--- config.mk ---
export PLATFORM = sky130hd
export DESIGN_NAME = sram_bank
export DESIGN_NICKNAME = d
export VERILOG_FILES = /design/src/hw/sw_pkg.sv /design/src/hw/sram_bank.sv
export VERILOG_INCLUDE_DIRS = /design/src /design/src/hw
export SDC_FILE = /design/constraint.sdc
export NUM_CORES = 1
export LEC_CHECK = 0
export BUFFER_PORTS_ARGS = -buffer_cell sky130_fd_sc_hd__buf_2
export CORE_ASPECT_RATIO = 0.7
export CORE_MARGIN = 4
export CORE_UTILIZATION = 45
export DETAILED_ROUTE_END_ITERATION = 10
export SYNTH_ARGS = -nofsm -noshare
export SYNTH_HDL_FRONTEND = slang
export SYNTH_SLANG_ARGS = --single-unit
--- constraint.sdc ---
create_clock -name clk -period 3.8 [get_ports clk]
set_input_delay 0.57 -clock clk [delete_from_list [all_inputs] [get_ports clk]]
set_output_delay 0.57 -clock clk [all_outputs]
set_load 0.05 [all_outputs]
--- src/hw/sw_defines.svh ---
`ifndef SW_DEFINES_SVH
`define SW_DEFINES_SVH

// switch dimensions
`define SW_NUM_PORTS 4
`define SW_NUM_BANKS 4

// word width on the write side and in the banks
`define SW_DATA_W 16

// 64 words per bank
`define SW_BANK_AW 6

// index widths
`define SW_BANK_IW 2
`define SW_PORT_IW 2

// four priority classes
`define SW_PRIO_W 2

`endif

--- src/hw/sw_pkg.sv ---
`include "sw_defines.svh"

package sw_pkg;

    typedef logic [`SW_DATA_W-1:0] data_t;

    // buffer address, bank in the upper bits
    typedef struct packed {
        logic [`SW_BANK_IW-1:0] bank;
        logic [`SW_BANK_AW-1:0] offset;
    } addr_t;

    // header carried in the sop word
    typedef struct packed {
        logic [`SW_PORT_IW-1:0]                          dest;
        logic [`SW_PRIO_W-1:0]                           prio;
        logic [`SW_DATA_W-`SW_PORT_IW-`SW_PRIO_W-1:0]    rsvd;
    } pkt_hdr_t;

    // sop word seen as header or as a plain data word
    typedef union packed {
        pkt_hdr_t hdr;
        data_t    raw;
    } hdr_word_u;

    typedef struct packed {
        logic  vld;
        logic  eop;
        data_t data;
    } wr_beat_t;

    typedef struct packed {
        logic                   vld;
        logic [`SW_PORT_IW-1:0] dest;
        logic [`SW_PRIO_W-1:0]  prio;
    } hdr_evt_t;

    typedef struct packed {
        logic  vld;
        addr_t head;
        addr_t tail;
    } bank_done_t;

    typedef struct packed {
        logic [`SW_PORT_IW-1:0] port;
        logic [`SW_PORT_IW-1:0] dest;
        logic [`SW_PRIO_W-1:0]  prio;
        addr_t                  head;
        addr_t                  tail;
        logic                   linked;
        addr_t                  prev_tail;
    } join_rec_t;

endpackage

--- src/hw/sram_bank.sv ---
`timescale 1ns/1ps
`include "sw_defines.svh"

module sram_bank #(
    parameter logic [`SW_BANK_IW-1:0] bank_idx = '0
) (
    input  logic                                    clk,
    input  logic                                    rst_n,
    input  sw_pkg::wr_beat_t [`SW_NUM_PORTS-1:0]    beats,
    input  logic [`SW_PORT_IW-1:0]                  owner,
    input  logic                                    owner_vld,
    input  sw_pkg::addr_t                           rd_addr,
    output sw_pkg::data_t                           rd_data,
    output sw_pkg::bank_done_t                      done
);

    sw_pkg::data_t              mem [1 << `SW_BANK_AW];
    logic [`SW_BANK_AW-1:0]     wr_ptr;
    logic                       in_pkt;
    sw_pkg::addr_t              head_q;
    sw_pkg::wr_beat_t           sel;
    sw_pkg::addr_t              cur_addr;
    logic                       we;
    logic                       done_vld;
    sw_pkg::addr_t              done_head;
    sw_pkg::addr_t              done_tail;

    // only the owning port may write
    assign sel             = beats[owner];
    assign we              = owner_vld && sel.vld;
    assign cur_addr.bank   = bank_idx;
    assign cur_addr.offset = wr_ptr;

    always_ff @(posedge clk) begin
        if (we) begin
            mem[wr_ptr] <= sel.data;
        end
    end

    // pointer wraps past the bank depth
    always_ff @(posedge clk) begin
        if (!rst_n) begin
            wr_ptr   <= '0;
            in_pkt   <= 1'b0;
            done_vld <= 1'b0;
        end else begin
            done_vld <= we && sel.eop;
            if (we) begin
                wr_ptr <= wr_ptr + 1'b1;
                in_pkt <= !sel.eop;
            end
        end
    end

    always_ff @(posedge clk) begin
        if (we && !in_pkt) begin
            head_q <= cur_addr;
        end
        // single-word packet has head equal to tail
        if (we && sel.eop) begin
            done_head <= in_pkt ? head_q : cur_addr;
            done_tail <= cur_addr;
        end
    end

    assign done.vld  = done_vld;
    assign done.head = done_head;
    assign done.tail = done_tail;

    always_ff @(posedge clk) begin
        rd_data <= (rd_addr.bank == bank_idx) ? mem[rd_addr.offset] : '0;
    end

endmodule

## Yosys cells after proc, flatten, opt, wreduce, memory -nomap -nowiden

Memories as Yosys holds them, arrays and structs flattened. A register that Yosys moved wholly into a read port is not among the register bits.
Cells that the tools add are included.

- Input bits: 85
- Memories: 1
- Register bits: 26
- Word-level logic and storage cells: 21
- RAM bits: 1,024
- Output and inout port bits: 33

- Order comparisons: 1
- Mux-type cells: 5
- $add $sub $neg: 1
- Reduce and logical (&&, ||, !) cells: 7

Memory list:

| name | words | width | read ports | clocked after Yosys merged registers in | wr ports | RTL line | text |
|---|---|---|---|---|---|---|---|
| mem | 64 | 16 | 1 | 1 | 1 | sram_bank.sv:17 | `` sw_pkg::data_t mem [1 << `SW_BANK_AW]; `` |

Operator list:

| kind | number |
|---|---|
| 18-bit binary-select mux with 2-bit select | 1 |
| 18-bit 2-to-1 mux | 1 |
| 6-bit by 1-bit adder with 6-bit output, second input constant | 1 |
| 6-bit 2-to-1 mux | 1 |
| 1-bit logical AND | 3 |
| 1-bit logical NOT | 3 |
| 2-bit by 3-bit < comparator with 1-bit output, second input constant | 1 |
| 2-bit logical NOT | 1 |
| 1-bit 2-to-1 mux | 2 |

## Logic depth before layout (Yosys ltp)

- Depth in word-level cells: 5
- Mapped depth: 9
- Gate-level depth less buffers: 5

## Worst setup path before layout

No wires, ideal clock.

- Path type: input -> register
- From: input port owner[0]
- To: memory mem[57][0] (netlist name), enable pin
- Path buffers: 1
- Slack: 1.095 ns
- Data arrival time: 2.316 ns
- Data required time: 3.411 ns
- Setup time: 0.389 ns
- Cell stages on the path: 6
- Cells stage by stage: buf_6 mux4_2 nand2_1 nor2_1 nand3b_1 nor2_1

- Longest elaborated chain between the ends: 5

RTL lines:

| item | RTL line | text |
|---|---|---|
| from (decl) | sram_bank.sv:10 | `` input logic [`SW_PORT_IW-1:0] owner, `` |
| 18-bit binary-select mux with 2-bit select | sram_bank.sv:29 | `assign sel = beats[owner];` |
| 18-bit 2-to-1 mux (not written as such) | sram_bank.sv:29 |  |
| 1-bit logical AND | sram_bank.sv:30 | `assign we = owner_vld && sel.vld;` |
| 1-bit 2-to-1 mux | sram_bank.sv:35 | `if (we) begin` |
| 1-bit 2-to-1 mux (not written as such) | sram_bank.sv:36 | `mem[wr_ptr] <= sel.data;` |
| to (decl) | sram_bank.sv:17 |  |

Every way passes these cells. The select of a mux whose other input is x is not followed.

==> metrics.md <==
| Metric | Value |
|---|---|
| # H-tree levels | 3 |
| Worst min-delay path class | input pin to flip-flop |
| Hold-fix buffers, CTS | 0 |
| Total track usage | 21.55% |
| WL/cell | 30.51 um |
| Maximum fanout along the worst path | 33 |
| CTS clk-pin slew, worst paths | 0.06 ns |
| Die Y | 260.8 um |
| HPWL Detailed | 64.87 mm |
| CTS tree | yes |
| Status | complete, no violations |
| Initial antenna violation count | 9 |
| Final hold vios | 0 |
| CP Launch Type | input pin |
| Pwr dens | 533.0 nW/um^2 |
| Clock root buffer | clkbuf_16 |
| RSZ-0062 raised after global routing | false |
| Routed Antenna Nets | 0 |
| Synth Flop Type | edfxtp_1 |
| Area Growth Syn to Fin | 14.98% |
| Tmin final | 2.601 ns |
| Cell Area, Synth | 41070 sq um |
| Worst path top cell family by delay | compound AO/OA/AOI/OAI gates |
| R2R depth | 4 |
| Register bit count reported by yosys | 1066 |
| Fmax | 384.4 MHz |
| Synth Area in Compound Gates | 2.605% |
| Cell Chain, Critical Path | buf_8 -> buf_12 -> mux4_2 -> mux2i_1 -> o21ai_0 -> a21oi_1 -> o31ai_1 |
| Async SR Flop Fraction | 0% |
| Worst-Skew Late Latency | 0.69 ns |
| Hold EP | in_pkt |
| Rows | 92 |
| I/O pins | 118 |
| Area of the die | 96250 sq um |
| Setup TNS | 0 ns |
| Worst slew pin tran | 1.093 ns |
| Largest family of logic cells by synthesized area | multiplexers |
| Synthesized-area fraction occupied by adder cells | 0.03046% |
| Maximum VDD drop | 0.3670 mV |
| Post-synthesis xor/xnor area fraction | 0.08530% |
| EDFF count, synth | 1042 |
| Crit path buffers/inverters | 2 |
| Yosys Warn Count | 0 |
| Post-route clock period utilization | 68.45% |
| Max clock buf depth | 3 |
| Simple-gate share of the synthesized area | 1.691% |
| Num CTS Buffers | 98 |
| Via total after detailed routing | 20039 |
| Placed cell area | 43760 sq um |
| Worst reg-to-reg setup slack | 1.40 ns |
| Relative slew slack | 26.89% |
| Number of global-route vias before repair | 19675 |
| Most frequent cells in the layout | 1042 x edfxtp_1, 267 x mux4_2, 120 x buf_4 |
| Final net count | 2164 |
| # port buffers | 113 |
| Type of the worst setup path | input pin to flip-flop |
| MaxCap Viol Count | 0 |
| Core box area | 90250 sq um |
| Max incr delay on CP | 0.64 ns |
| Largest net degree at the start of global routing | 65 |
| Placer Congestion | 0.8627 |
| Cells after Synth | 1837 |
| Vias per cell | 5.918 |
| Post-synthesis mux area share | 16.66% |
| Max-slew violations | 0 |
| # setup viols final | 0 |
| Layout Skew | 0.01904 ns |
| Critical path arrival | 3.13 ns |
| GRT Residual Overflow | 0 |
| Initial DRC Count | 2368 |
| Layout cells sized above 1 | 32.10% |
| Initial Util | 45.51% |
| Static Leak | 15.11 nW |
| Reg-to-reg endpoint | mem[14][9] |
| DRC | 0 |
| # clock sinks | 1066 |
| First-pass GRT wire length | 146.2 mm |
| Mean post-synth cell area | 22.36 sq um |
| Post-route cell area | 47220 sq um |
| Hold_sp | rst_n |
| Post-synth cell types | 46 |
| CP Capture Type | flip-flop |
| Worst path slowest cell | a21oi_1 |
| Req. time, crit path | 4.33 ns |
| DIE WIDTH | 369.1 um |
| Register area share after synthesis | 77.35% |
| Most common cell after layout, fill and taps aside | edfxtp_1 |
| Total setup buffers inserted after CTS | 0 |
| Post-Route WL | 103.3 mm |
| Reg-to-Reg Start | wr_ptr[2] |
| CTS resizes | 0 |
| Drt pass-1 iters | 5 |
| Total power | 25.17 mW |
| Layout Utilization | 52.33% |
| Hold Path Depth | 3 |
[state kept, by name, indices dropped and copies added, names as in the netlist]
register / flops
done_vld: 1
done: 12
head_q: 6
mem: 1024
wr_ptr: 6
in_pkt: 1
rd_data: 16
[synth_stat cells, types with 4 or more instances]
| master | n | area, sq um |
|---|---|---|
| o221ai_1 | 19 | 166.4 |
| buf_1 | 9 | 33.78 |
| nand3_1 | 4 | 20.02 |
| a221oi_1 | 4 | 35.03 |
| nor2b_1 | 12 | 75.07 |
| o31ai_1 | 6 | 45.04 |
| clkbuf_1 | 41 | 153.9 |
| o21ai_0 | 15 | 75.07 |
| edfxtp_1 | 1042 | 31290 |
| a21oi_1 | 34 | 170.2 |
| nand2_1 | 25 | 93.84 |
| buf_2 | 26 | 130.1 |
| mux2_2 | 22 | 247.7 |
| dfxtp_1 | 24 | 480.5 |
| buf_6 | 13 | 146.4 |
| o21ai_1 | 8 | 40.04 |
| or3_1 | 4 | 25.02 |
| nor2_1 | 71 | 266.5 |
| mux2i_1 | 58 | 580.6 |
| o22ai_1 | 30 | 187.7 |
| buf_4 | 18 | 135.1 |
| a211oi_1 | 19 | 142.6 |
| o211ai_1 | 6 | 45.04 |
| a22o_1 | 5 | 43.79 |
| and2_1 | 9 | 56.30 |
| mux4_2 | 267 | 6013 |
| xnor2_1 | 4 | 35.03 |
| nand3b_1 | 8 | 60.06 |
[metal layers]
metal  track usage, %  routed length [um]  up-vias
li1                 -                   -     8273
met1            32.15               45160    10723
met2            29.80               43850      897
met3            8.324               12010      142
met4            5.500                2286        4
met5                0                  27        -
[cell families after synthesis]
kind of cell,count (synthesis)
flops,1066
xor+xnor,4
compound gates,160
simple gates,148
other cells,1
mux,347
fa+ha+maj,1
buf+inv,110
[worst reg2reg max path: stages (launching register included)]
cell and delay, ns:
dfxtp_1 0.44, and3_1 0.33, nand3b_1 0.62, nor2_1 0.32, buf_4 0.35
[stage by stage]
step	setup WS, ns	hold slack (ns)	std cells
6_report	1.199	0.2270	3386
4_1_cts	1.268	0.1729	3384
2_1_floorplan	1.095	0.4237	1840
3_3_place_gp	0.6776	0.5402	3200
5_1_grt	1.189	0.1997	3384
3_5_place_dp	0.6155	0.5303	3200
[power breakdown]
part	internal (mW)	leakage, nW	switching [mW]	total, mW
clock	6.22	1.70	4.28	10.5
combinational	0.479	3.84	1.02	1.50
sequential	13.1	9.58	0.0374	13.2
total	19.8	15.1	5.34	25.2
[layout make-up]
class	instances	area [sq um]
multi-input cells	664	8668
diodes	2	5.005
well taps	1222	1529
repair buffers	248	1792
flip-flops and latches	1066	31770
clock inverters	61	789.5
clock buffers	123	2669
fillers	7059	43020
[worst max path at each step]
stage	startpoint	endpoint	slack, ns	depth (start not counted)
3_5_place_dp	rd_addr[0]	rd_data[14]	0.62	7
2_1_floorplan	owner[0]	mem[57][0]	1.10	6
5_1_grt	rd_addr[0]	rd_data[14]	1.19	7
3_3_place_gp	rd_addr[0]	rd_data[14]	0.68	7
6_report	rd_addr[0]	rd_data[14]	1.20	7
4_1_cts	rd_addr[0]	rd_data[14]	1.27	7
Power figures use the tool's default switching activity.
