==> config.mk <==
export PLATFORM = sky130hd
export DESIGN_NAME = switch_ctrl
export DESIGN_NICKNAME = d
export VERILOG_FILES = /design/src/hw/sw_pkg.sv /design/src/hw/switch_ctrl.sv
export VERILOG_INCLUDE_DIRS = /design/src /design/src/hw
export SDC_FILE = /design/constraint.sdc
export NUM_CORES = 1
export LEC_CHECK = 0
export ABC_AREA = 1
export BUFFER_PORTS_ARGS = -buffer_cell sky130_fd_sc_hd__buf_2
export CORE_ASPECT_RATIO = 1.75
export CORE_UTILIZATION = 38
export DETAILED_ROUTE_END_ITERATION = 16
export PLACE_DENSITY = 0.62
export SYNTH_ARGS = -nofsm -noshare
export SYNTH_HDL_FRONTEND = slang
export SYNTH_SLANG_ARGS = --single-unit
==> constraint.sdc <==
create_clock -name clk -period 4.08 [get_ports clk]
set_input_delay 0.612 -clock clk [delete_from_list [all_inputs] [get_ports clk]]
set_output_delay 0.612 -clock clk [all_outputs]
set_load 0.01 [all_outputs]
==> src/hw/sw_defines.svh <==
`ifndef SW_DEFINES_SVH
`define SW_DEFINES_SVH

// switch dimensions
`define SW_NUM_PORTS 4
`define SW_NUM_BANKS 4

// word width on the write side and in the banks
`define SW_DATA_W 16

// 64 words per bank
`define SW_BANK_AW 6

// index widths
`define SW_BANK_IW 2
`define SW_PORT_IW 2

// four priority classes
`define SW_PRIO_W 2

`endif

==> src/hw/sw_pkg.sv <==
`include "sw_defines.svh"

package sw_pkg;

    typedef logic [`SW_DATA_W-1:0] data_t;

    // buffer address, bank in the upper bits
    typedef struct packed {
        logic [`SW_BANK_IW-1:0] bank;
        logic [`SW_BANK_AW-1:0] offset;
    } addr_t;

    // header carried in the sop word
    typedef struct packed {
        logic [`SW_PORT_IW-1:0]                          dest;
        logic [`SW_PRIO_W-1:0]                           prio;
        logic [`SW_DATA_W-`SW_PORT_IW-`SW_PRIO_W-1:0]    rsvd;
    } pkt_hdr_t;

    // sop word seen as header or as a plain data word
    typedef union packed {
        pkt_hdr_t hdr;
        data_t    raw;
    } hdr_word_u;

    typedef struct packed {
        logic  vld;
        logic  eop;
        data_t data;
    } wr_beat_t;

    typedef struct packed {
        logic                   vld;
        logic [`SW_PORT_IW-1:0] dest;
        logic [`SW_PRIO_W-1:0]  prio;
    } hdr_evt_t;

    typedef struct packed {
        logic  vld;
        addr_t head;
        addr_t tail;
    } bank_done_t;

    typedef struct packed {
        logic [`SW_PORT_IW-1:0] port;
        logic [`SW_PORT_IW-1:0] dest;
        logic [`SW_PRIO_W-1:0]  prio;
        addr_t                  head;
        addr_t                  tail;
        logic                   linked;
        addr_t                  prev_tail;
    } join_rec_t;

endpackage

==> src/hw/switch_ctrl.sv <==
`timescale 1ns/1ps
`include "sw_defines.svh"

module switch_ctrl (
    input  logic                                        clk,
    input  logic                                        rst_n,
    input  logic                                        match_mode,
    input  sw_pkg::hdr_evt_t [`SW_NUM_PORTS-1:0]        hdr,
    input  sw_pkg::wr_beat_t [`SW_NUM_PORTS-1:0]        beats,
    input  sw_pkg::bank_done_t [`SW_NUM_BANKS-1:0]      done,
    output logic [`SW_NUM_BANKS-1:0][`SW_PORT_IW-1:0]   owner,
    output logic [`SW_NUM_BANKS-1:0]                    owner_vld,
    output logic [`SW_PORT_IW-1:0]                      q_dest,
    output logic [`SW_PRIO_W-1:0]                       q_prio,
    output logic                                        q_upd,
    output sw_pkg::addr_t                               q_tail,
    input  logic                                        q_linked,
    input  sw_pkg::addr_t                               q_prev_tail,
    output logic                                        join_req,
    input  logic                                        join_ack,
    output sw_pkg::join_rec_t                           join_rec,
    output logic [`SW_NUM_PORTS-1:0]                    wr_ready
);

    typedef enum logic [1:0] {
        st_idle,
        st_req,
        st_ack
    } join_state_t;

    join_state_t                                        state;
    logic [`SW_NUM_PORTS-1:0][`SW_PORT_IW-1:0]          hdr_dest_q;
    logic [`SW_NUM_PORTS-1:0][`SW_PRIO_W-1:0]           hdr_prio_q;
    logic [`SW_NUM_PORTS-1:0]                           pend_vld;
    sw_pkg::addr_t [`SW_NUM_PORTS-1:0]                  pend_head;
    sw_pkg::addr_t [`SW_NUM_PORTS-1:0]                  pend_tail;
    logic [`SW_NUM_PORTS-1:0]                           blocked;
    logic [`SW_NUM_PORTS-1:0]                           grant_vld;
    logic [`SW_NUM_PORTS-1:0][`SW_BANK_IW-1:0]          grant_bank;
    logic [`SW_NUM_BANKS-1:0]                           taken;
    logic                                               any_pend;
    logic [`SW_PORT_IW-1:0]                             sel_port;
    logic [`SW_PORT_IW-1:0]                             cur_port;

    // bank grant, lower ports claim first
    always_comb begin
        taken      = owner_vld;
        grant_vld  = '0;
        grant_bank = '0;
        for (int p = 0; p < `SW_NUM_PORTS; p++) begin
            if (hdr[p].vld) begin
                if (!match_mode) begin
                    grant_vld[p]  = 1'b1;
                    grant_bank[p] = `SW_BANK_IW'(p);
                end else begin
                    // descending scan leaves the lowest free bank
                    for (int b = `SW_NUM_BANKS - 1; b >= 0; b--) begin
                        if (!taken[b]) begin
                            grant_vld[p]  = 1'b1;
                            grant_bank[p] = `SW_BANK_IW'(b);
                        end
                    end
                end
                if (grant_vld[p]) begin
                    taken[grant_bank[p]] = 1'b1;
                end
            end
        end
    end

    // lowest pending port wins the join output
    always_comb begin
        sel_port = '0;
        for (int p = `SW_NUM_PORTS - 1; p >= 0; p--) begin
            if (pend_vld[p]) begin
                sel_port = `SW_PORT_IW'(p);
            end
        end
    end

    assign any_pend = |pend_vld;
    assign q_dest   = hdr_dest_q[sel_port];
    assign q_prio   = hdr_prio_q[sel_port];
    assign q_tail   = pend_tail[sel_port];
    assign q_upd    = (state == st_idle) && any_pend;

    // drop ready as soon as the eop beat leaves the frontend
    always_comb begin
        for (int p = 0; p < `SW_NUM_PORTS; p++) begin
            wr_ready[p] = !blocked[p] && !(beats[p].vld && beats[p].eop);
        end
    end

    always_ff @(posedge clk) begin
        if (!rst_n) begin
            owner_vld <= '0;
            pend_vld  <= '0;
            blocked   <= '0;
            join_req  <= 1'b0;
            state     <= st_idle;
        end else begin
            for (int b = 0; b < `SW_NUM_BANKS; b++) begin
                if (done[b].vld) begin
                    owner_vld[b]       <= 1'b0;
                    pend_vld[owner[b]] <= 1'b1;
                end
            end
            for (int p = 0; p < `SW_NUM_PORTS; p++) begin
                if (grant_vld[p]) begin
                    owner_vld[grant_bank[p]] <= 1'b1;
                end
                if (beats[p].vld && beats[p].eop) begin
                    blocked[p] <= 1'b1;
                end
            end
            // four-phase req/ack
            case (state)
                st_idle: begin
                    if (any_pend) begin
                        join_req <= 1'b1;
                        state    <= st_req;
                    end
                end
                st_req: begin
                    if (join_ack) begin
                        join_req <= 1'b0;
                        state    <= st_ack;
                    end
                end
                st_ack: begin
                    if (!join_ack) begin
                        pend_vld[cur_port] <= 1'b0;
                        blocked[cur_port]  <= 1'b0;
                        state              <= st_idle;
                    end
                end
                default: begin
                    state <= st_idle;
                end
            endcase
        end
    end

    always_ff @(posedge clk) begin
        for (int p = 0; p < `SW_NUM_PORTS; p++) begin
            if (grant_vld[p]) begin
                owner[grant_bank[p]] <= `SW_PORT_IW'(p);
                hdr_dest_q[p]        <= hdr[p].dest;
                hdr_prio_q[p]        <= hdr[p].prio;
            end
        end
        for (int b = 0; b < `SW_NUM_BANKS; b++) begin
            if (done[b].vld) begin
                pend_head[owner[b]] <= done[b].head;
                pend_tail[owner[b]] <= done[b].tail;
            end
        end
        // record held stable while req is up
        if (q_upd) begin
            cur_port           <= sel_port;
            join_rec.port      <= sel_port;
            join_rec.dest      <= q_dest;
            join_rec.prio      <= q_prio;
            join_rec.head      <= pend_head[sel_port];
            join_rec.tail      <= q_tail;
            join_rec.linked    <= q_linked;
            join_rec.prev_tail <= q_prev_tail;
        end
    end

endmodule

# == Word level (Yosys, flattened, before mapping) ==
# Index checks and enable logic that the tools add are counted.
# totals
register_bits,134
latch_bits,0
ram_bits,0
rom_bits,0
output_inout_bits,61
wordCells,304
n_memories,0
# classes
n_addsub,0
mul,0
n_div,0
order_cmp,25
eq_ne,5
shift,0
muxes,174
n_bitwise,23
reduce_logical,34
# ops
op,count
32-bit bitwise mux,8
32-bit two-way mux,8
4-bit two-way mux,25
2-bit two-way mux,40
8-bit two-way mux,10
8-bit demux with 2-bit select,4
1-bit two-way mux,57
4-bit bitwise OR,13
2-bit by 3-bit < comparator with 1-bit output (second input constant),13
8-bit binary-select mux with 2-bit select,2
1-bit demux with 2-bit select,12
2-bit by 1-bit >= comparator with 1-bit output (second input constant),12
1-bit logical AND,21
4-bit AND,4
2-bit demux with 2-bit select,4
4-bit NOT,3
8-bit AND,1
2-bit binary-select mux with 2-bit select,2
1-bit zero test,8
8-bit NOT,1
8-bit bitwise OR,1
2-bit inequality test (second input constant),3
2-bit one-hot mux with 3 select lines,1
3-bit AND reduction,2
other kinds (6),6

# == Depth between registers and ports, before layout ==
# logic_depth
ltp_word,51
ltp_mapped,22
depth_no_buf,21

# == Worst setup path before layout ==
# No wires, ideal clock.
# synth_timing
kind,in2reg
startpoint,input port match_mode
endpoint,register owner_vld[0]
setup_time_ns,0.056
t_arrival_ns,2.351
t_required_ns,4.024
setup_slack_ns,1.673
cell_stages,21
path_cell_list,buf_6 > nand2_2 > nor2_4 > nand3_2 > nand2_1 > nand2_1 > nand2_2 > nor2_4 > nand2_1 > nand2_2 > nand2_4 > a21oi_1 > nand2_1 > nand2_1 > nand3_1 > nor2_2 > nor2_2 > nand4_2 > nand3_1 > nand2_1 > inv_1
# synth_rtl
element,line_no,rtl
start: declaration,switch_ctrl.sv:7,"input logic match_mode,"
2-bit two-way mux,switch_ctrl.sv:52,if (!match_mode) begin
2-bit two-way mux,switch_ctrl.sv:51,if (hdr[p].vld) begin
2-bit by 3-bit < comparator with 1-bit output (implied by the code) / 2-bit by 1-bit >= comparator with 1-bit output (equally long branches),switch_ctrl.sv:65,taken[grant_bank[p]] = 1'b1;
1-bit logical AND (implied by the code),switch_ctrl.sv:65,
1-bit two-way mux (implied by the code),switch_ctrl.sv:65,
1-bit demux with 2-bit select,switch_ctrl.sv:65,
4-bit bitwise OR (no source line),-,
4-bit two-way mux,switch_ctrl.sv:64,if (grant_vld[p]) begin
[24 not listed],-,
4-bit bitwise OR (no source line),-,
4-bit two-way mux,switch_ctrl.sv:64,
4-bit two-way mux,switch_ctrl.sv:51,
1-bit two-way mux (4 in series),switch_ctrl.sv:58,if (!taken[b]) begin
1-bit two-way mux (*),switch_ctrl.sv:52,
1-bit two-way mux (*),switch_ctrl.sv:51,
net grant_vld[3],switch_ctrl.sv:38,logic [`SW_NUM_PORTS-1:0] grant_vld;
4-bit two-way mux (*),switch_ctrl.sv:109,if (grant_vld[p]) begin
end signal: assignment,switch_ctrl.sv:96,owner_vld <= '0;
end signal: indexed assignment,switch_ctrl.sv:104,owner_vld[b] <= 1'b0;
end signal: indexed assignment,switch_ctrl.sv:110,owner_vld[grant_bank[p]] <= 1'b1;
end: declaration,switch_ctrl.sv:12,"output logic [`SW_NUM_BANKS-1:0] owner_vld,"
# The timed path passes the listed nets; every way through them passes the cells marked *. The select of a mux whose other input is x is not followed.
# A chain may end at the register's enable or synchronous reset.

==> impl_metrics.env <==
export IMPL_outcome="finished clean"
export IMPL_worst_setup_path_end_kind="output pin"
export IMPL_ys_seq_elements=134
export IMPL_ctsResizeCount=0
export IMPL_syn2layout_area_growth_pct=23.5
export IMPL_timing_hold_ws_ns=0.362
export IMPL_gp_congestion=0.927
export IMPL_slew_headroom=0.254
export IMPL_yosysTopAreaCell="dfxtp_1"
export IMPL_powerDensity_mw_per_mm2=681
export IMPL_worst_path_buf_inv=4
export IMPL_drc=0
export IMPL_hp_class="input port to flop"
export IMPL_grt_use_total=0.257
export IMPL_cts_setup_buffers=0
export IMPL_critical_path_class="flop to output pin"
export IMPL_cp_top_family="buffers and inverters"
export IMPL_clk_pin_slew_worst_paths_ns=0.06
export IMPL_first_global_vias=7142
export IMPL_critPathMaxStageDelay_ns=0.42
export IMPL_p_leak_nw=3.97
export IMPL_core_area_mm2=0.0187
export IMPL_ys_warn_count=0
export IMPL_drt_total_wl_um=25000
export IMPL_post_drt_wl_per_cell_um=18.3
export IMPL_vias_per_cell=5.49
export IMPL_synthTopCellsByArea="dfxtp_1, edfxtp_1, nand2_1"
export IMPL_cts_tree="built"
export IMPL_synthCells=970
export IMPL_clock_latency_ns=0.42
export IMPL_hold_viol=0
export IMPL_cp_depth=8
export IMPL_vdd_ir_drop_max_mv=0.255
export IMPL_dr_total_vias=7519
export IMPL_drt_initial_drc_count=563
export IMPL_fillers=1939
export IMPL_start_util=0.390
export IMPL_timing_setup_tns_ns=0
export IMPL_fin_util=0.481
export IMPL_io_buffers=169
export IMPL_seq_area_frac_synth=0.434
export IMPL_async_reset_ff_frac=0
export IMPL_synth_edf_count=47
export IMPL_synth_top_area_frac=0.240
export IMPL_stdcell_count=1370
export IMPL_cts_buffers=17
export IMPL_grt_max_degree=41
export IMPL_skew_ns=0.00725
export IMPL_cp_data_required_time_ns=3.47
export IMPL_finalCritPeriodShare=0.771
export IMPL_tightest_slew_ns=1.12
export IMPL_max_freq_ghz=0.318
export IMPL_maxSlewViolCount=0
export IMPL_synth_cell_area_mm2=0.00727
export IMPL_holdBufCountCts=0
export IMPL_setup_viol=0
export IMPL_reg2reg_depth=20
export IMPL_cap_violations=0
export IMPL_clock_sinks=134
export IMPL_dp_cells=1338
export IMPL_stdcell_area_mm2=0.00898
export IMPL_row_count=66
export IMPL_cp_arrival_ns=2.54
export IMPL_synth_cell_types=40
export IMPL_antenna_found_initial=0
export IMPL_holdPathStages=1
export IMPL_path_cells="inv_1, o21ai_0, nand2_1, inv_1, buf_4, o21ai_0, o22ai_1, buf_2"
export IMPL_die_area_mm2=0.0197
export IMPL_cp_max_fo=20
export IMPL_finalNetCount=1292
export IMPL_synthFlopType="dfxtp_1"
export IMPL_start_kind="flop"
export IMPL_io_pins=234
export IMPL_period_minus_slack_ns=3.15
export IMPL_die_w_um=107
export IMPL_grt_setup_unrepaired="no"
export IMPL_cts_root_buf="clkbuf_16"
export IMPL_cts_buffer_depth=2
export IMPL_dr_pass1_iters=5
export IMPL_drive_gt1_frac=0.284
export IMPL_ant_nets=0
export IMPL_dp_hpwl_um=17000
export IMPL_grt_pass1_wl_um=38200
export IMPL_syn_avg_cell_area_um2=7.50
export IMPL_place_area_mm2=0.00835
export IMPL_cts_max_level=4
export IMPL_syn_num_nets=1143
export IMPL_crit_slowest_cell="inv_1"
export IMPL_gr_total_overflow=0
export IMPL_antenna_cells=0
export IMPL_die_y_um=185
cell usage after synthesis, types with 3 or more instances:
cell type	count
edfxtp_1	47
buf_1	3
clkinv_1	3
o21ai_0	111
nor2_2	3
nand3_2	7
nor2_1	55
nand2_1	162
inv_1	70
a21oi_1	79
or2_2	65
nor3_1	16
dfxtp_1	87
nand3_1	77
nand2_2	17
a31oi_1	4
nand4_1	4
o22ai_1	84
clkbuf_1	49
cells by family after synthesis:
kind of cell / synth area share
compound gates: 0.226
buf+inv: 0.0676
flops: 0.434
simple gates: 0.273
flip-flops by register name (all words and copies together) (netlist names):
signal      flops
cur_port        2
owner           8
pend_vld        4
pend_head      32
hdr_prio_q      8
state           2
hdr_dest_q      8
join_rec       29
join_req        1
pend_tail      32
blocked         4
owner_vld       4
worst paths after layout:
| path | slack [ns] | start | to |
|---|---|---|---|
| worst max-delay path | 0.93 | pend_vld[3] | q_tail[1] |
| worst min-delay path | 0.36 | hdr[6] | hdr_prio_q[3] |
| worst max register to register | 1.49 | owner_vld[0] | owner_vld[0] |
| worst min register to register | 0.46 | blocked[0] | blocked[0] |
worst register-to-register path, stage by stage (launching register included):
cell and delay [ns]:
dfxtp_1 0.49, nand2_2 0.11, nor2_4 0.12, nand3_2 0.08, nand3_1 0.09, nand2_1 0.06, nand2_2 0.09, nand2_2 0.09
nand2_1 0.12, nand2_2 0.09, nand2_4 0.11, a21oi_1 0.07, nand2_1 0.17, nand2_1 0.13, nand3_1 0.11, nor2_2 0.04
nor2_2 0.22, nand4_2 0.16, nand3_1 0.10, nand2_1 0.05, inv_1 0.05
layout make-up:
cell class | count | area, um^2 | share of cell area
multi-input combinational | 708 | 3670 | 0.408
clock buffer | 25 | 510 | 0.0568
timing repair buffer | 184 | 958 | 0.107
sequential | 134 | 3150 | 0.351
inverter | 74 | 278 | 0.0309
tap | 238 | 298 | 0.0332
clock inverter | 7 | 115 | 0.0128
layer usage:
metal  up-vias  part of all wire  track usage  wire, um
met5         -                 0            0         0
met4         0             0.046        0.139      1150
met3        80             0.071       0.0521      1780
met2       326              0.52        0.460     13000
met1      3443              0.36        0.281      9080
li1       3670                 -            -         -
cells in the final DEF, fill, tap and decap left out, types with 3 or more instances in the layout:
master,instances
o21ai_0,111
nor3_2,9
clkbuf_1,3
nand4_1,4
nor2_2,3
inv_1,70
or2_2,65
nand3_1,77
nand2_1,162
a31oi_1,4
nor3_1,8
clkbuf_8,3
buf_2,169
dfxtp_1,87
nor2_1,55
clkinv_1,3
bufinv_16,3
buf_4,15
nand2_2,17
nand3_2,7
o22ai_1,84
a21oi_1,79
edfxtp_1,47
clkbuf_16,18
power by group:
part	total (mW)	switching (mW)	leakage (nW)	internal [mW]
clock	1.63	0.576	0.310	1.05
combinational	2.26	1.40	2.47	0.858
sequential	2.22	0.240	1.19	1.98
metrics by stage:
step                      power, mW  setup WS (ns)
final                          6.11          0.933
after detailed placement       4.51          0.981
after global placement         4.48           1.02
after global routing           6.51          0.727
after CTS                      6.14          0.931
after floorplan                3.70           1.67
Power figures use the tool's default switching activity.
