--- config.mk ---
export PLATFORM = sky130hd
export DESIGN_NAME = queue_table
export DESIGN_NICKNAME = d
export VERILOG_FILES = /design/src/hw/sw_pkg.sv /design/src/hw/queue_table.sv
export VERILOG_INCLUDE_DIRS = /design/src /design/src/hw
export SDC_FILE = /design/constraint.sdc
export NUM_CORES = 1
export LEC_CHECK = 0
export BUFFER_PORTS_ARGS = -buffer_cell sky130_fd_sc_hd__buf_4
export CAP_MARGIN = 20
export CORE_MARGIN = 10
export CORE_UTILIZATION = 55
export DETAILED_ROUTE_END_ITERATION = 12
export PLACE_DENSITY = 0.76
export SYNTH_ARGS = -nofsm -noshare
export SYNTH_HDL_FRONTEND = slang
export SYNTH_SLANG_ARGS = --single-unit
--- constraint.sdc ---
create_clock -name clk -period 2.4 [get_ports clk]
set_input_delay 0.48 -clock clk [delete_from_list [all_inputs] [get_ports clk]]
set_output_delay 0.48 -clock clk [all_outputs]
set_load 0.005 [all_outputs]
--- src/hw/sw_defines.svh ---
`ifndef SW_DEFINES_SVH
`define SW_DEFINES_SVH

// switch dimensions
`define SW_NUM_PORTS 4
`define SW_NUM_BANKS 4

// word width on the write side and in the banks
`define SW_DATA_W 16

// 64 words per bank
`define SW_BANK_AW 6

// index widths
`define SW_BANK_IW 2
`define SW_PORT_IW 2

// four priority classes
`define SW_PRIO_W 2

`endif

--- src/hw/sw_pkg.sv ---
`include "sw_defines.svh"

package sw_pkg;

    typedef logic [`SW_DATA_W-1:0] data_t;

    // buffer address, bank in the upper bits
    typedef struct packed {
        logic [`SW_BANK_IW-1:0] bank;
        logic [`SW_BANK_AW-1:0] offset;
    } addr_t;

    // header carried in the sop word
    typedef struct packed {
        logic [`SW_PORT_IW-1:0]                          dest;
        logic [`SW_PRIO_W-1:0]                           prio;
        logic [`SW_DATA_W-`SW_PORT_IW-`SW_PRIO_W-1:0]    rsvd;
    } pkt_hdr_t;

    // sop word seen as header or as a plain data word
    typedef union packed {
        pkt_hdr_t hdr;
        data_t    raw;
    } hdr_word_u;

    typedef struct packed {
        logic  vld;
        logic  eop;
        data_t data;
    } wr_beat_t;

    typedef struct packed {
        logic                   vld;
        logic [`SW_PORT_IW-1:0] dest;
        logic [`SW_PRIO_W-1:0]  prio;
    } hdr_evt_t;

    typedef struct packed {
        logic  vld;
        addr_t head;
        addr_t tail;
    } bank_done_t;

    typedef struct packed {
        logic [`SW_PORT_IW-1:0] port;
        logic [`SW_PORT_IW-1:0] dest;
        logic [`SW_PRIO_W-1:0]  prio;
        addr_t                  head;
        addr_t                  tail;
        logic                   linked;
        addr_t                  prev_tail;
    } join_rec_t;

endpackage

--- src/hw/queue_table.sv ---
`timescale 1ns/1ps
`include "sw_defines.svh"

module queue_table (
    input  logic                    clk,
    input  logic                    rst_n,
    input  logic [`SW_PORT_IW-1:0]  dest,
    input  logic [`SW_PRIO_W-1:0]   prio,
    input  logic                    upd,
    input  sw_pkg::addr_t           upd_tail,
    output logic                    linked,
    output sw_pkg::addr_t           prev_tail
);

    localparam int num_q = 1 << (`SW_PORT_IW + `SW_PRIO_W);

    logic [num_q-1:0]                       nonempty;
    sw_pkg::addr_t                          tail_q [num_q];
    logic [`SW_PORT_IW+`SW_PRIO_W-1:0]      idx;

    // one queue per dest and prio
    assign idx       = {dest, prio};
    assign linked    = nonempty[idx];
    assign prev_tail = tail_q[idx];

    // queues never drain here
    always_ff @(posedge clk) begin
        if (!rst_n) begin
            nonempty <= '0;
        end else if (upd) begin
            nonempty[idx] <= 1'b1;
        end
    end

    always_ff @(posedge clk) begin
        if (upd) begin
            tail_q[idx] <= upd_tail;
        end
    end

endmodule

After elaboration in Yosys (flattened, before gate mapping) --
Memories as Yosys holds them, arrays and structs flattened. Cells that the tools add are included.
Operators by class: reductions and logical operators 1, magnitude comparators 2, bitwise logic cells 1, mux-type cells 6
Operators by type and width (number):
- $or A16 B16 Y16 | 1
- $lt A4 B5 Y1 const B | 1
- $bmux W1 S4 | 1
- $demux W1 S4 | 1
- $ge A4 B1 Y1 const B | 1
- $mux W1 | 4
- $logic_and A1 B1 Y1 | 1
Word-level totals: output and inout bits 9, flip-flop bits (word level) 16, memories 1, memory bits (writable) 128
Memories:
- tail_q | words 16, bits a word 8, read ports 1, clocked after Yosys merged registers in 0, write ports 1, line queue_table.sv:18 | sw_pkg::addr_t tail_q [num_q];

Logic depth before layout (Yosys ltp) --
Gate-level depths: netlist of the first run.
word-level depth 5, gate-level depth with buffers 5, depth with buffers taken out 3

Least setup slack after synthesis of the first run --
No wires, ideal clock.
path kind in2reg, start point input prio[0], end point memory tail_q[0][0] (netlist name) (enable), buffers on the path 1, data arrival time 1.681 ns, slack 0.333 ns, cell stages on the path 3, cells stage by stage buf_6 or3b_1 nor3_1
RTL lines:
- from (decl) | line queue_table.sv:8 | input logic [`SW_PRIO_W-1:0] prio,
- to (decl) | line queue_table.sv:18
No word-level cell before the write port.

==> flow_metrics.tcl, run 1 <==
set metrics [dict create \
    status "complete, no violations" \
    rows 36 \
    crit_path_end_kind "output port" \
    seq_area_frac_synth 0.761 \
    n_fill_cell 635 \
    cpPeakStageDelay_ps 500 \
    clkPwrFrac 0.450 \
    vias 2925 \
    critPathMaxFanout 1 \
    tightest_slew_ps 887 \
    h-tree-depth 4 \
    path_depth 4 \
    grt.total_usage 0.187 \
    gp_congestion 0.845 \
    synth_nets 280 \
    clock_latency_ps 520 \
    clkTransAtPathRegs_ps 60 \
    n_antenna_cell 0 \
    start_kind "register" \
    slew_headroom 0.407 \
    hold_viol_final 0 \
    max_cap_viol_count 0 \
    totalPowerFinal_mw 5.70 \
    cts_buffers 17 \
    vdd_ir_drop_max_v 0.000522 \
    fin_nets 349 \
    clkSinkCount 144 \
    hold_path_class "input pin to register" \
    finalWorstSetupSlack_ps 9.46 \
    syn-cell-area_um2 5470 \
    area.growth.synth_to_final_pct 23.6 \
    multiInputGateArea_um2 1270 \
    internal-power_mw 4.50 \
    switching_share 0.209 \
    finalCritPeriodShare 0.996 \
    synth_cell_types 19 \
    final.setup.tns_ps 0 \
    fp.dieW_um 120 \
    grt_max_degree 19 \
    reg2reg_depth 1 \
    setup_viol_count_final 0 \
    fin_hold_ws_ps 264 \
    ys_seq_elements 144 \
    cts_root_buffer "clkbuf_8" \
    grt_pass1_wl_um 19600 \
    drive_gt1_frac 0.403 \
    arrival_ps 1910 \
    sequentialPowerShare 0.490 \
    totalWireLength_um 12600 \
    synth_top_area_cell "edfxtp_1" \
    initial_core_util 0.563 \
    yosysWarnings 0 \
    worstPathCellList "mux4_2 > a22oi_1 > nand2_2 > buf_4" \
    dp_hpwl_um 8140 \
    clockBufferDepth 2 \
    viasPerCell 6.09 \
    antenna_found_initial 0 \
    power.density_nw_per_um2 842 \
    combPwrFrac 0.060 \
    crit_type "register to output port" \
    fmax_mhz 418 \
    ant_nets 0 \
    die_area_um2 14300 \
    path_buf_inv 1 \
    grt_overflow 0 \
    dpl_worst_slack_ps 10.3 \
    cp_slowest_cell "mux4_2" \
    wl_per_cell_um 26.2 \
    cp_top_family "multiplexers" \
    port_buffers 23 \
    drc_errors 0 \
    die_y_um 120 \
    grt_pass1_vias 3082 \
    netlist_instances 265 \
    synth_area_leaders "edfxtp_1 (70%), mux4_2 (15%), dfxtp_1 (5.9%)" \
    register_area_um2 4160 \
    maxSlewViolCount 0 \
    cts_tree "built" \
    cts_hold_buf 0 \
    p_leak_nw 2.33 \
    io_pins 24 \
    yosysTopAreaCellShare 0.702 \
    cp.required_ps 1920 \
    power.switching_mw 1.19 \
    drt_iter0_drc 351 \
    firstDrtPassIters 5 \
    coreArea_um2 9730 \
    clock_skew_ps 0 \
    min_period_ps 2390 \
    holdPathStages 1 \
    syn_area_per_cell_um2 20.7 \
]
-- cells by family (layout without fill, tap and decap cells) --
group | after synthesis | in the layout | share of synthesized area
flip-flops | 144 | 144 | 0.761
multiplexers | 36 | 36 | 0.148
buffers and inverters | 15 | 97 | 0.0139
AO/OA/AOI/OAI | 34 | 34 | 0.0466
AND/OR/NAND/NOR | 36 | 36 | 0.0304
-- through the flow --
step	std cells	cell area (um^2)	util
after floorplan	265	5470	-
after global placement	446	6090	0.626
after detailed placement	446	6090	0.626
after CTS	480	6730	0.692
after global routing	480	6760	0.695
final	480	6760	0.695
-- final cells by class --
type,count,area share
flip-flops and latches,144,0.616
multi-input cells,106,0.187
repair buffers,65,0.0849
clock buffers,21,0.0729
well taps,133,0.0246
clock inverters,11,0.0146
-- final timing paths --
kind	startpoint	endpoint	slack, ps
min reg2reg	nonempty[12]	nonempty[12]	470
min	upd_tail[5]	tail_q[7][5]	260
max reg2reg	nonempty[10]	nonempty[10]	1790
max	tail_q[11][6]	prev_tail[6]	9
-- cells in the mapped netlist --
cell type,n
a22oi_1,18
buf_2,7
nor2_1,13
mux4_2,36
buf_4,1
or3b_1,1
dfxtp_1,16
buf_1,3
and2_1,1
buf_6,1
clkbuf_1,3
edfxtp_1,128
nor2b_1,2
nand2_1,10
nor3_1,4
nand3_1,1
nand3b_1,2
nand2b_1,2
o21a_1,16
-- power groups by stage --
stage / Combinational [mW] / Clock [mW] / Sequential, mW
floorplan: 0.161 / 0 / 2.84
global placement: 0.309 / 0 / 2.84
detailed placement: 0.316 / 0 / 2.84
CTS: 0.333 / 2.60 / 2.79
global route: 0.363 / 2.71 / 2.79
finish: 0.340 / 2.56 / 2.79
-- metal layers --
layer  wire length [um]  part of all wire  GRT usage
met5                  0                 0          0
met4                402             0.032     0.0935
met3                787             0.063     0.0478
met2               6530              0.52      0.309
met1               4880              0.39      0.222
-- sequential cells by signal, indices dropped and copies added, names as in the netlist --
name / cells
nonempty: 16
tail_q: 128
-- timing repair --
action / 4_1_cts / 5_1_grt
resized for setup: 3 / 8
pin swaps: 1 / 3
endpoints found under the setup margin: 3 / 7
buffers inserted: 1 / 0
gates cloned: 1 / 0
-- cells in the final DEF (no fill, tap or decap), types with 6 or more instances in the layout --
| master | Yosys | routed |
|---|---|---|
| buf_4 | 1 | 58 |
| o21a_1 | 16 | 16 |
| edfxtp_1 | 128 | 128 |
| dfxtp_1 | 16 | 16 |
| mux4_2 | 36 | 36 |
| clkbuf_16 | 0 | 19 |
| nor2_1 | 13 | 13 |
| nand2_1 | 10 | 8 |
| a22oi_1 | 18 | 12 |
| a22oi_2 | 0 | 6 |
Note: power is estimated with default switching activity, not from simulation.
==> run 2: changes to the inputs <==
- CTS_BUF_LIST: unset -> sky130_fd_sc_hd__clkbuf_8 sky130_fd_sc_hd__clkbuf_16
==> flow_metrics.tcl, run 2 (synthesis results as in run 1) <==
set metrics [dict create \
    status "complete, no violations" \
    fp.dieW_um 120 \
    switching_share 0.210 \
    setup_viol_count_final 0 \
    cts_tree "built" \
    fin_nets 349 \
    clockBufferDepth 2 \
    sequentialPowerShare 0.490 \
    cp.required_ps 1920 \
    grt.total_usage 0.187 \
    largest-register "tail_q" \
    largest_reg_flops 128 \
    power.switching_mw 1.20 \
    cts_root_buffer "clkbuf_8" \
    fmax_mhz 418 \
    gp_congestion 0.845 \
    fin_hold_ws_ps 263 \
    n_antenna_cell 0 \
    hold_path_class "input pin to register" \
    critPathMaxFanout 1 \
    combPwrFrac 0.060 \
    finalCritPeriodShare 0.996 \
    initial_core_util 0.563 \
    h-tree-depth 4 \
    io_pins 24 \
    drt_iter0_drc 351 \
    arrival_ps 1910 \
    vdd_ir_drop_max_v 0.000523 \
    dp_hpwl_um 8140 \
    antenna_found_initial 0 \
    wl_per_cell_um 26.2 \
    start_kind "register" \
    placed_area_um2 6090 \
    port_buffers 23 \
    clock_latency_ps 520 \
    die_y_um 120 \
    layout_common_cells "edfxtp_1 (128), buf_4 (58), mux4_2 (36)" \
    largestRegisters "tail_q: 128 flops, nonempty: 16 flops" \
    grt_max_degree 19 \
    cts_buffers 17 \
    crit_path_end_kind "output port" \
    drc_errors 0 \
    hold_viol_final 0 \
    clkTransAtPathRegs_ps 60 \
    clock_skew_ps 0 \
    firstDrtPassIters 5 \
    tightest_slew_ps 885 \
    cts_hold_buf 0 \
    area.growth.synth_to_final_pct 23.6 \
    power.density_nw_per_um2 842 \
    ant_nets 0 \
    viasPerCell 6.09 \
    vias 2925 \
    max_cap_viol_count 0 \
    coreArea_um2 9730 \
    internal-power_mw 4.50 \
    rows 36 \
    grt_pass1_vias 3082 \
    slew_headroom 0.408 \
    die_area_um2 14300 \
    crit_type "register to output port" \
    drive_gt1_frac 0.403 \
    layout_commonest_cell "edfxtp_1" \
    totalWireLength_um 12600 \
    clkSinkCount 144 \
    min_period_ps 2390 \
    grt_overflow 0 \
    clkPwrFrac 0.450 \
    final_area_um2 6760 \
    p_leak_nw 2.34 \
    maxSlewViolCount 0 \
    grt_pass1_wl_um 19600 \
]
[run 2: cell type report]
| type | instances | area (um^2) |
|---|---|---|
| clock buffer | 20 | 489 |
| clock inverter | 12 | 103 |
| fill | 635 | 2970 |
| multi-input combinational | 106 | 1270 |
| sequential | 144 | 4160 |
| tap | 133 | 166 |
| timing repair buffer | 65 | 574 |
[run 2: final timing paths]
check / depth (start not counted) / endpoint / startpoint / slack [ps]
setup / recovery: 4 / prev_tail[6] / tail_q[11][6] / 9
hold / removal: 1 / tail_q[7][5] / upd_tail[5] / 260
setup reg to reg: 1 / nonempty[10] / nonempty[10] / 1790
hold reg to reg: 1 / nonempty[12] / nonempty[12] / 470
[run 2: metal layers]
metal  vias to the layer above  track usage  wire length, um
li1                       1237            -                -
met1                      1509        0.222             4840
met2                       138        0.309             6530
met3                        41       0.0478              803
met4                         0       0.0935              403
met5                         -            0                0
[run 2: metrics by stage]
stage	power [mW]	setup TNS [ps]	instances	utilization	setup WS, ps
3_5_place_dp	3.16	0	446	0.626	10.3
6_report	5.69	0	480	0.695	8.51
3_3_place_gp	3.15	0	446	0.626	15.8
5_1_grt	5.86	-40.8	480	0.695	-40.8
2_1_floorplan	3.00	0	265	-	333
4_1_cts	5.72	0	480	0.692	0.986
[run 2: repair_timing]
action                     CTS  global route
pin swaps                    1             3
setup endpoints to repair    3             7
setup buffers                1             0
cloned                       1             0
resized for setup            3             8
[run 2: critical path: stages (launching register included)]
cell and delay, ps:
edfxtp_1 400, mux4_2 500, a22oi_1 240, nand2_2 100, buf_4 150
[run 2: power by group through the flow]
stage                     registers (mW)  logic [mW]  clock network [mW]
after floorplan                     2.84       0.161                   0
after global placement              2.84       0.309                   0
after detailed placement            2.84       0.316                   0
after CTS                           2.79       0.333                2.60
after global routing                2.79       0.363                2.71
final                               2.79       0.340                2.56
==> run 3: changes to the inputs <==
- RECOVER_POWER: unset -> 25
==> flow_metrics.tcl, run 3 (synthesis results as in run 1) <==
set metrics [dict create \
    status "complete, no violations" \
    fin_nets 349 \
    drt_iter0_drc 328 \
    finalWorstSetupSlack_ps 17.9 \
    fin_hold_ws_ps 277 \
    clkSinkCount 144 \
    combPwrFrac 0.059 \
    grt_max_degree 19 \
    clock_latency_ps 520 \
    ant_nets 0 \
    reg2reg_depth 1 \
    cp.required_ps 1920 \
    n_fill_cell 638 \
    layout_commonest_cell "edfxtp_1" \
    arrival_ps 1900 \
    cts_root_buffer "clkbuf_8" \
    largestRegisters "tail_q: 128 flops, nonempty: 16 flops" \
    vdd_ir_drop_max_v 0.000522 \
    setup_viol_count_final 0 \
    dp_hpwl_um 8140 \
    coreArea_um2 9730 \
    n_antenna_cell 0 \
    worstHoldStart "upd_tail[7]" \
    drc_errors 0 \
    dpl_worst_slack_ps 10.3 \
    clkTransAtPathRegs_ps 60 \
    slew_headroom 0.405 \
    fmax_mhz 420 \
    grt_pass1_vias 3082 \
    cts_tree "built" \
    port_buffers 23 \
    reg2reg_to "nonempty[10]" \
    die_y_um 120 \
    largest_reg_flops 128 \
    cts_hold_buf 0 \
    worstPathCellList "mux4_2 > a22oi_1 > nand2_2 > buf_4" \
    cp_top_family "multiplexers" \
    fp.dieW_um 120 \
    cp_slowest_cell "mux4_2" \
    min_to "tail_q[13][7]" \
    internal-power_mw 4.49 \
    cts_buffers 17 \
    vias 2948 \
    switching_share 0.210 \
    hold_path_class "input pin to register" \
    clock_skew_ps 0 \
    start_kind "register" \
    largest-register "tail_q" \
    finalCritPeriodShare 0.993 \
    gp_congestion 0.845 \
    grt.total_usage 0.187 \
    clkPwrFrac 0.450 \
    grt_overflow 0 \
    cpPeakStageDelay_ps 500 \
    area.growth.synth_to_final_pct 23.2 \
    min_period_ps 2380 \
    holdPathStages 1 \
    max_cap_viol_count 0 \
    antenna_found_initial 0 \
    drive_gt1_frac 0.386 \
    io_pins 24 \
    wl_per_cell_um 26.2 \
    grt_pass1_wl_um 19600 \
    sequentialPowerShare 0.491 \
    crit_type "register to output port" \
    path_buf_inv 1 \
    firstDrtPassIters 5 \
    layout_common_cells "edfxtp_1 (128), buf_4 (52), mux4_2 (36)" \
    power.switching_mw 1.19 \
    power.density_nw_per_um2 844 \
    totalWireLength_um 12600 \
    p_leak_nw 2.32 \
    initial_core_util 0.563 \
    reg2reg_slack_ps 1790 \
    viasPerCell 6.14 \
    h-tree-depth 4 \
    maxSlewViolCount 0 \
    clockBufferDepth 2 \
    hold_viol_final 0 \
    tightest_slew_ps 891 \
    rr_startpoint "nonempty[10]" \
    rows 36 \
    crit_path_end_kind "output port" \
    critPathMaxFanout 1 \
    die_area_um2 14300 \
]
[run 3: through the flow]
step	cells	power, mW	utilization	setup TNS (ps)	area [um^2]
final	480	5.69	0.693	0	6740
after global routing	480	5.86	0.693	-40.8	6740
after CTS	480	5.72	0.692	0	6730
after detailed placement	446	3.16	0.626	0	6090
after global placement	446	3.15	0.626	0	6090
after floorplan	265	3.00	-	0	5470
[run 3: area by class of cell]
cell class | instances | area (um^2) | share of cell area
multi-input combinational | 106 | 1270 | 0.188
timing repair buffer | 65 | 552 | 0.0818
sequential | 144 | 4160 | 0.618
tap | 133 | 166 | 0.0247
clock buffer | 20 | 489 | 0.0726
clock inverter | 12 | 103 | 0.0152
[run 3: power by group through the flow]
| stage | Sequential (mW) | Combinational, mW | Clock (mW) |
|---|---|---|---|
| global route | 2.79 | 0.359 | 2.71 |
| global placement | 2.84 | 0.309 | 0 |
| detailed placement | 2.84 | 0.316 | 0 |
| floorplan | 2.84 | 0.161 | 0 |
| finish | 2.79 | 0.335 | 2.56 |
| CTS | 2.79 | 0.333 | 2.60 |
[run 3: worst max path at each step]
stage             startpoint      endpoint  slack (ps)  cells after the start
2_1_floorplan        prio[0]  tail_q[0][0]         330                      3
3_3_place_gp         prio[0]  prev_tail[7]          20                      6
3_5_place_dp         prio[0]  prev_tail[3]          10                      6
4_1_cts         tail_q[0][2]  prev_tail[2]           1                      4
5_1_grt         tail_q[9][6]  prev_tail[6]         -40                      4
6_report       tail_q[11][6]  prev_tail[6]          20                      4
[run 3: per-layer routing]
metal,track usage,share of wire,vias to the layer above
li1,-,-,1236
met1,0.222,0.39,1542
met2,0.309,0.52,136
met3,0.0478,0.060,34
met4,0.0935,0.029,0
met5,0,0,-
[run 3: what timing repair did]
action                                  CTS  global route
pin swaps                                 1             3
gates resized for setup                   3             8
endpoints found under the hold margin     0             0
gates cloned                              1             0
setup buffers                             1             0
endpoints found under the setup margin    3             7
